### src/hdl/fifo_cfg_pkg.sv
package fifo_cfg_pkg;

  // Payload width of one FIFO entry
  localparam int WIDTH = 8;

  // Register stages in each direction of the link
  localparam int PROP_DELAY = 3;

  // Entries needed to cover one full credit round trip:
  // sender link register, forward propagation, FIFO write and read,
  // reverse propagation, credit register, plus one spare
  localparam int DEPTH = 1 + PROP_DELAY + 1 + PROP_DELAY + 1 + 1;

  // Pointer width, indexes 0 .. DEPTH-1
  localparam int ADDR_W = (DEPTH > 1) ? $clog2(DEPTH) : 1;

  // Count width, must hold the value DEPTH itself
  localparam int COUNT_W = $clog2(DEPTH + 1);

  // Last valid pointer value before wrap
  localparam int LAST_ADDR = DEPTH - 1;

endpackage

### src/hdl/credit_link_pkg.sv
package credit_link_pkg;

  // Startup state of either end of the link
  // LINK_RESET holds reset status asserted toward the far end
  // LINK_INIT waits for or hands out the initial credit
  // LINK_ACTIVE is normal data transfer
  typedef enum logic [1:0] {
    LINK_RESET  = 2'd0,
    LINK_INIT   = 2'd1,
    LINK_ACTIVE = 2'd2
  } link_state_e;

  // Sender credit saturates at the receiver storage size
  localparam int MAX_CREDIT = fifo_cfg_pkg::DEPTH;

  // Credits handed out by the receiver after reset
  localparam int INIT_CREDIT = fifo_cfg_pkg::DEPTH;

endpackage

### src/hdl/credit_sender.sv
`timescale 1ns/100ps

module credit_sender (
  input  logic                               clk,
  input  logic                               rst_n,
  input  logic                               push_valid,
  output logic                               push_ready,
  input  logic [fifo_cfg_pkg::WIDTH-1:0]     push_data,
  output logic                               sender_in_reset,
  input  logic                               receiver_in_reset,
  input  logic                               link_credit,
  output logic                               link_valid,
  output logic [fifo_cfg_pkg::WIDTH-1:0]     link_data,
  output logic [fifo_cfg_pkg::COUNT_W-1:0]   credit_count
);

  credit_link_pkg::link_state_e state;
  logic                         send;
  logic                         credit_full;

  // Only accept when the link is up and one credit is in hand
  assign push_ready  = (state == credit_link_pkg::LINK_ACTIVE) && (credit_count != '0);
  assign send        = push_valid && push_ready;
  assign credit_full = (credit_count ==
                        (fifo_cfg_pkg::COUNT_W)'(credit_link_pkg::MAX_CREDIT));

  assign sender_in_reset = (state == credit_link_pkg::LINK_RESET);

  // Link bring-up
  always_ff @(posedge clk or negedge rst_n) begin
    if (!rst_n) begin
      state <= credit_link_pkg::LINK_RESET;
    end else begin
      unique case (state)
        credit_link_pkg::LINK_RESET: begin
          state <= credit_link_pkg::LINK_INIT;
        end
        credit_link_pkg::LINK_INIT: begin
          // Receiver status arrives through the reverse delay line
          if (!receiver_in_reset) begin
            state <= credit_link_pkg::LINK_ACTIVE;
          end
        end
        credit_link_pkg::LINK_ACTIVE: begin
          state <= credit_link_pkg::LINK_ACTIVE;
        end
        default: begin
          state <= credit_link_pkg::LINK_RESET;
        end
      endcase
    end
  end

  // Credit counter, returned pulse and send in one cycle cancel out
  always_ff @(posedge clk or negedge rst_n) begin
    if (!rst_n) begin
      credit_count <= '0;
    end else if (link_credit && !send) begin
      if (!credit_full) begin
        credit_count <= credit_count + 1'b1;
      end
    end else if (send && !link_credit) begin
      credit_count <= credit_count - 1'b1;
    end
  end

  // Outgoing strobe
  always_ff @(posedge clk or negedge rst_n) begin
    if (!rst_n) begin
      link_valid <= 1'b0;
    end else begin
      link_valid <= send;
    end
  end

  // Outgoing payload, only meaningful with link_valid
  always_ff @(posedge clk) begin
    if (send) begin
      link_data <= push_data;
    end
  end

endmodule

### src/hdl/link_delay.sv
`timescale 1ns/100ps

module link_delay #(
  parameter int                NUM_STAGES = 1,
  parameter int                DATA_W     = 1,
  parameter logic [DATA_W-1:0] RESET_VAL  = '0
) (
  input  logic              clk,
  input  logic              rst_n,
  input  logic [DATA_W-1:0] in_bits,
  output logic [DATA_W-1:0] out_bits
);

  // Stage 0 is nearest the input
  logic [NUM_STAGES-1:0][DATA_W-1:0] stages;

  // Reset value lets status bits read as in reset until the pipe fills
  always_ff @(posedge clk or negedge rst_n) begin
    if (!rst_n) begin
      for (int i = 0; i < NUM_STAGES; i++) begin
        stages[i] <= RESET_VAL;
      end
    end else begin
      stages[0] <= in_bits;
      for (int i = 1; i < NUM_STAGES; i++) begin
        stages[i] <= stages[i-1];
      end
    end
  end

  assign out_bits = stages[NUM_STAGES-1];

endmodule

### src/hdl/fifo_push_credit_ctrl.sv
`timescale 1ns/100ps

module fifo_push_credit_ctrl (
  input  logic                               clk,
  input  logic                               rst_n,
  input  logic                               link_valid,
  input  logic [fifo_cfg_pkg::WIDTH-1:0]     link_data,
  input  logic                               sender_in_reset,
  output logic                               link_credit,
  output logic                               receiver_in_reset,
  output logic                               wr_en,
  output logic [fifo_cfg_pkg::ADDR_W-1:0]    wr_addr,
  output logic [fifo_cfg_pkg::WIDTH-1:0]     wr_data,
  output logic [fifo_cfg_pkg::ADDR_W-1:0]    rd_addr,
  input  logic [fifo_cfg_pkg::WIDTH-1:0]     rd_data,
  output logic                               pop_valid,
  input  logic                               pop_ready,
  output logic [fifo_cfg_pkg::WIDTH-1:0]     pop_data,
  output logic                               empty,
  output logic                               full,
  output logic [fifo_cfg_pkg::COUNT_W-1:0]   items
);

  credit_link_pkg::link_state_e        state;
  logic [fifo_cfg_pkg::ADDR_W-1:0]     wr_ptr;
  logic [fifo_cfg_pkg::ADDR_W-1:0]     rd_ptr;
  logic [fifo_cfg_pkg::COUNT_W-1:0]    ram_count;
  logic [fifo_cfg_pkg::COUNT_W-1:0]    init_count;
  logic                                rd_issue;
  logic                                rd_pending;
  logic                                pop_fire;

  function automatic logic [fifo_cfg_pkg::ADDR_W-1:0] ptr_inc(
    input logic [fifo_cfg_pkg::ADDR_W-1:0] ptr
  );
    if (ptr == (fifo_cfg_pkg::ADDR_W)'(fifo_cfg_pkg::LAST_ADDR)) begin
      return '0;
    end
    return ptr + 1'b1;
  endfunction

  // Credit flow guarantees room, every strobe is written
  assign wr_en   = link_valid;
  assign wr_addr = wr_ptr;
  assign wr_data = link_data;
  assign rd_addr = rd_ptr;

  assign pop_fire = pop_valid && pop_ready;

  // Read when the pop stage is free by the time the data lands
  assign rd_issue = (ram_count != '0) && !rd_pending && (!pop_valid || pop_ready);

  assign empty = (items == '0);
  assign full  = (items == (fifo_cfg_pkg::COUNT_W)'(fifo_cfg_pkg::DEPTH));

  assign receiver_in_reset = (state == credit_link_pkg::LINK_RESET);

  always_ff @(posedge clk or negedge rst_n) begin
    if (!rst_n) begin
      wr_ptr     <= '0;
      rd_ptr     <= '0;
      rd_pending <= 1'b0;
    end else begin
      if (wr_en) begin
        wr_ptr <= ptr_inc(wr_ptr);
      end
      if (rd_issue) begin
        rd_ptr <= ptr_inc(rd_ptr);
      end
      rd_pending <= rd_issue;
    end
  end

  // ram_count covers unread RAM entries, items adds the read and pop stages
  always_ff @(posedge clk or negedge rst_n) begin
    if (!rst_n) begin
      ram_count <= '0;
      items     <= '0;
    end else begin
      if (wr_en && !rd_issue) begin
        ram_count <= ram_count + 1'b1;
      end else if (!wr_en && rd_issue) begin
        ram_count <= ram_count - 1'b1;
      end
      if (wr_en && !pop_fire) begin
        items <= items + 1'b1;
      end else if (!wr_en && pop_fire) begin
        items <= items - 1'b1;
      end
    end
  end

  always_ff @(posedge clk or negedge rst_n) begin
    if (!rst_n) begin
      pop_valid <= 1'b0;
    end else if (rd_pending) begin
      pop_valid <= 1'b1;
    end else if (pop_fire) begin
      pop_valid <= 1'b0;
    end
  end

  // Held while stalled since no new read lands until the stage frees
  always_ff @(posedge clk) begin
    if (rd_pending) begin
      pop_data <= rd_data;
    end
  end

  // Receiver bring-up and credit return
  always_ff @(posedge clk or negedge rst_n) begin
    if (!rst_n) begin
      state       <= credit_link_pkg::LINK_RESET;
      init_count  <= '0;
      link_credit <= 1'b0;
    end else begin
      link_credit <= 1'b0;
      unique case (state)
        credit_link_pkg::LINK_RESET: begin
          if (!sender_in_reset) begin
            state <= credit_link_pkg::LINK_INIT;
          end
        end
        credit_link_pkg::LINK_INIT: begin
          // One initial credit per cycle
          link_credit <= 1'b1;
          init_count  <= init_count + 1'b1;
          if (init_count ==
              (fifo_cfg_pkg::COUNT_W)'(credit_link_pkg::INIT_CREDIT - 1)) begin
            state <= credit_link_pkg::LINK_ACTIVE;
          end
        end
        credit_link_pkg::LINK_ACTIVE: begin
          link_credit <= pop_fire;
        end
        default: begin
          state <= credit_link_pkg::LINK_RESET;
        end
      endcase
    end
  end

endmodule

### src/hdl/fifo_flop_ram.sv
`timescale 1ns/100ps

module fifo_flop_ram (
  input  logic                            clk,
  input  logic                            wr_en,
  input  logic [fifo_cfg_pkg::ADDR_W-1:0] wr_addr,
  input  logic [fifo_cfg_pkg::WIDTH-1:0]  wr_data,
  input  logic [fifo_cfg_pkg::ADDR_W-1:0] rd_addr,
  output logic [fifo_cfg_pkg::WIDTH-1:0]  rd_data
);

  logic [fifo_cfg_pkg::WIDTH-1:0] mem [fifo_cfg_pkg::DEPTH];

  // Single write port
  always_ff @(posedge clk) begin
    if (wr_en) begin
      mem[wr_addr] <= wr_data;
    end
  end

  // Registered read, data valid one cycle after the address
  always_ff @(posedge clk) begin
    rd_data <= mem[rd_addr];
  end

endmodule

### src/hdl/credit_fifo_top.sv
`timescale 1ns/100ps

module credit_fifo_top (
  input  logic                             clk,
  input  logic                             rst_n,
  input  logic                             push_valid,
  output logic                             push_ready,
  input  logic [fifo_cfg_pkg::WIDTH-1:0]   push_data,
  output logic                             pop_valid,
  input  logic                             pop_ready,
  output logic [fifo_cfg_pkg::WIDTH-1:0]   pop_data,
  output logic                             empty,
  output logic                             full,
  output logic [fifo_cfg_pkg::COUNT_W-1:0] items,
  output logic [fifo_cfg_pkg::COUNT_W-1:0] sender_credit
);

  // Sender side of the link
  logic                            snd_link_valid;
  logic [fifo_cfg_pkg::WIDTH-1:0]  snd_link_data;
  logic                            snd_in_reset;
  logic                            snd_link_credit;
  logic                            snd_receiver_in_reset;

  // Receiver side of the link
  logic                            rcv_link_valid;
  logic [fifo_cfg_pkg::WIDTH-1:0]  rcv_link_data;
  logic                            rcv_sender_in_reset;
  logic                            rcv_link_credit;
  logic                            rcv_in_reset;

  // RAM port
  logic                            wr_en;
  logic [fifo_cfg_pkg::ADDR_W-1:0] wr_addr;
  logic [fifo_cfg_pkg::WIDTH-1:0]  wr_data;
  logic [fifo_cfg_pkg::ADDR_W-1:0] rd_addr;
  logic [fifo_cfg_pkg::WIDTH-1:0]  rd_data;

  credit_sender sender_i (
    .clk               (clk),
    .rst_n             (rst_n),
    .push_valid        (push_valid),
    .push_ready        (push_ready),
    .push_data         (push_data),
    .sender_in_reset   (snd_in_reset),
    .receiver_in_reset (snd_receiver_in_reset),
    .link_credit       (snd_link_credit),
    .link_valid        (snd_link_valid),
    .link_data         (snd_link_data),
    .credit_count      (sender_credit)
  );

  // Forward path, reset status bit in the LSB comes up asserted
  link_delay #(
    .NUM_STAGES (fifo_cfg_pkg::PROP_DELAY),
    .DATA_W     (fifo_cfg_pkg::WIDTH + 2),
    .RESET_VAL  ({1'b0, {fifo_cfg_pkg::WIDTH{1'b0}}, 1'b1})
  ) fwd_delay_i (
    .clk      (clk),
    .rst_n    (rst_n),
    .in_bits  ({snd_link_valid, snd_link_data, snd_in_reset}),
    .out_bits ({rcv_link_valid, rcv_link_data, rcv_sender_in_reset})
  );

  // Reverse path carries credit and receiver status
  link_delay #(
    .NUM_STAGES (fifo_cfg_pkg::PROP_DELAY),
    .DATA_W     (2),
    .RESET_VAL  (2'b01)
  ) rev_delay_i (
    .clk      (clk),
    .rst_n    (rst_n),
    .in_bits  ({rcv_link_credit, rcv_in_reset}),
    .out_bits ({snd_link_credit, snd_receiver_in_reset})
  );

  fifo_push_credit_ctrl ctrl_i (
    .clk               (clk),
    .rst_n             (rst_n),
    .link_valid        (rcv_link_valid),
    .link_data         (rcv_link_data),
    .sender_in_reset   (rcv_sender_in_reset),
    .link_credit       (rcv_link_credit),
    .receiver_in_reset (rcv_in_reset),
    .wr_en             (wr_en),
    .wr_addr           (wr_addr),
    .wr_data           (wr_data),
    .rd_addr           (rd_addr),
    .rd_data           (rd_data),
    .pop_valid         (pop_valid),
    .pop_ready         (pop_ready),
    .pop_data          (pop_data),
    .empty             (empty),
    .full              (full),
    .items             (items)
  );

  fifo_flop_ram ram_i (
    .clk     (clk),
    .wr_en   (wr_en),
    .wr_addr (wr_addr),
    .wr_data (wr_data),
    .rd_addr (rd_addr),
    .rd_data (rd_data)
  );

endmodule

### config.mk
export PLATFORM = sky130hd
export DESIGN_NAME = credit_fifo_top
export DESIGN_NICKNAME = d
export VERILOG_FILES = /design/src/hdl/fifo_cfg_pkg.sv /design/src/hdl/credit_link_pkg.sv /design/src/hdl/credit_sender.sv /design/src/hdl/link_delay.sv /design/src/hdl/fifo_push_credit_ctrl.sv /design/src/hdl/fifo_flop_ram.sv /design/src/hdl/credit_fifo_top.sv
export SDC_FILE = /design/constraint.sdc
export NUM_CORES = 1
export LEC_CHECK = 0
export ABC_AREA = 1
export BUFFER_PORTS_ARGS = -buffer_cell sky130_fd_sc_hd__buf_2
export CORE_MARGIN = 10
export CORE_UTILIZATION = 60
export DETAILED_ROUTE_END_ITERATION = 7
export MAX_ROUTING_LAYER = met4
export PLACE_DENSITY = 0.87
export SYNTH_ARGS = -nofsm -noshare
export SYNTH_HDL_FRONTEND = slang
export SYNTH_SLANG_ARGS = --single-unit
### constraint.sdc
create_clock -name clk -period 3.3 [get_ports clk]
set_input_delay 0 -clock clk [delete_from_list [all_inputs] [get_ports clk]]
set_output_delay 0 -clock clk [all_outputs]
set_load 0.01 [all_outputs]
==> results.cfg <==
[grt]
grt_pass1_wl_mm = 21.2
grt_pass1_vias = 4038
overflow = 0
antenna_found_initial = 0
grt_max_degree = 42
grt_use_total = 0.179

[routing]
drt_iter0_drc = 553
drtAntennaViolNets = 0
wl_per_cell_um = 19.0
dr_wl_met2_mm = 7.02
first_pass_iters = 7
drt-met1-wl_mm = 4.97
top_layer_used = met4
wirelength_mm = 13.3
wl_met3_mm = 1.03
vias = 3976
drc = 0
viasPerCell = 5.71

[yosys]
syn_area_per_cell_sq_um = 13.2
synth_area_leaders = edfxtp_1 (44%), dfrtp_1 (24%), nand2_1 (4.7%)
syn_inst = 494
synth_top_area_share = 0.442
synth.largest_area_cell = edfxtp_1
yosysWarnings = 0
ys_ff_latch = 172
syn_nets = 525
ys_types = 37
yosysSeqAreaShare = 0.729
syn_area_sq_um = 6520

[timing]
setup_violations = 0
drv_slew = 0
worst_slew_margin_rel = 0.376
clock.fmax_mhz = 463
fin_setup_tns_ns = 0
clock_skew_ns = 0.0106
rsz0062_at_grt = no
tightest_slew_ns = 0.933
hold_violations = 2
post-route-min-period_ns = 2.16
hold_ws_ns = -0.000489
fin_crit_sh = 0.655

[clock_network]
cts_buffers = 17
cts_max_path_buffers = 2
cts_root_buf = clkbuf_8
cts.sinks = 172
clk_latency_ns = 0.54
cts_htree_levels = 4
cts_tree = yes
clk_pin_slew_worst_paths_ns = 0.07
post-cts-setup-buffers = 0

[power]
p_seq_frac = 0.457
p_leak_uw = 0.00304
switchingPower_uw = 2460
clkPwrFrac = 0.262
p_per_area_nw_per_um2 = 931
combinationalPowerShare = 0.281
ir_drop_uv = 610
swShare = 0.356
internal_power_uw = 4450

[cells_and_area]
instances_no_fill = 696
post-route-util = 0.710
nNetsFinal = 578
drive_above_1_share = 0.166
final_cell_mix = edfxtp_1 (96), nand2_1 (81), dfrtp_1 (62)
diodes = 0
final_common_cell = edfxtp_1
area_growth_pct = 14.0
fill_cells = 649
design_area_sq_um = 7430

[floorplan]
io-pin-count = 32
fp.dieW_um = 124
row_count = 37
core_area_sq_um = 10500
start_util = 0.623
die_h_um = 124
die_area_sq_um = 15400

[setup_path]
critPathBufInv = 1
critPathTopFamily = simple AND/OR/NAND/NOR gates
cp_cell_sequence = nor2_1 -> nand2_1 -> ha_1 -> inv_1 -> ha_1 -> a21oi_1 -> nand2_1 -> xor2_1 -> nand2_1 -> nand2_1
max_stage_delay_ns = 0.50
worstPathRequired_ns = 3.73
cp_max_fo = 9
worstSetupEndpointType = register
worstPathArrival_ns = 2.59
critical_path_class = reg -> reg
cpMostUsedCell = nand2_1
start_kind = register
slowest_stage = dfrtp_1
ff2ff_setup_slack_ns = 1.14

[flow_run]
timing.max_cap.violations = 0

[run_status]
failed_checks = negative hold slack
status = finished, violations left

[place]
place_inst = 653
port_buffers = 31
hpwlAfterDp_mm = 7.94
dpl-instance-area_sq_um = 6780
gp_congestion = 0.845

[hold_path]
worstHoldPathType = in -> async
==> through the flow <==
step	power, uW	setup WS, ns
global placement	4880	1.32
detailed placement	5050	1.14
finish	6910	1.14
floorplan	4470	1.42
CTS	6930	1.12
global route	7280	1.01
==> layout make-up <==
class / count / area [sq um] / area share
Multi-Input combinational cell: 277 / 1540 / 0.208
Clock inverter: 14 / 120 / 0.0162
Inverter: 33 / 131 / 0.0177
Sequential cell: 172 / 4750 / 0.640
Tap cell: 136 / 170 / 0.0229
Clock buffer: 18 / 418 / 0.0562
Timing Repair Buffer: 46 / 295 / 0.0397
==> synth_stat cells (all sizes together) <==
library cell	count
dfstp	6
o21ai	42
xnor2	7
buf	11
o21a	1
edfxtp	96
ha	16
dfrtp	62
clkinv	1
or2	1
dfxtp	8
o211ai	1
clkbuf	1
inv	32
a21boi	1
nor4	1
nand3	19
nor2	63
nor3	3
nand2	83
nand4	21
fa	3
xor2	9
a21oi	6
==> state kept, by name, indices dropped and copies added (netlist names), 8 cells and up <==
signal	flops
sender_i.link_data	8
ctrl_i.pop_data	8
fwd_delay_i.stages	20
ram_i.rd_data	8
ram_i.mem	80
fwd_delay_i.out_bits	10
==> worst paths after layout <==
kind,startpoint,to,depth (start not counted)
setup / recovery,ctrl_i.rd_pending,ctrl_i.ram_count[3],10
hold / removal,rst_n,fwd_delay_i.out_bits[8],2
setup reg to reg,ctrl_i.rd_pending,ctrl_i.ram_count[3],10
hold reg to reg,fwd_delay_i.stages[17],fwd_delay_i.out_bits[7],0
max in group asynchronous,rst_n,ctrl_i.rd_addr[1],3
min in group clk,push_data[7],sender_i.link_data[7],2
==> repair_timing <==
| item | in CTS | in global routing |
|---|---|---|
| gates resized for setup | 0 | 0 |
| hold buffers | 11 | 0 |
| endpoints found under the hold margin | 42 | 0 |
==> power groups by stage <==
stage          clock, uW  combinational, uW  sequential, uW
2_1_floorplan          0               1390            3080
3_3_place_gp           0               1730            3140
3_5_place_dp           0               1870            3180
4_1_cts             1830               1950            3160
5_1_grt             1920               2150            3220
6_report            1810               1940            3160
==> layer usage <==
layer  global-route usage  up-vias
li1                     -     1797
met1                0.198     1964
met2                0.297      190
met3               0.0493       25
met4               0.0798        0
met5                    -        -
==> cells by family after synthesis <==
family	share of synthesized area
buffers and inverters	0.0344
AOI/OAI and AO/OA	0.0455
and+or+nand+nor	0.130
adders and majority gates	0.0399
xor gates and xnor gates	0.0215
DFF	0.729
==> worst reg2reg max path: cells and delay by family (launching register included) <==
kind	cells	cell delay, ns
simple gates	5	0.56
flops	1	0.50
fa+ha+maj	2	0.54
xor+xnor	1	0.16
buf+inv	1	0.12
compound gates	1	0.17
Power figures use the tool's default switching activity.
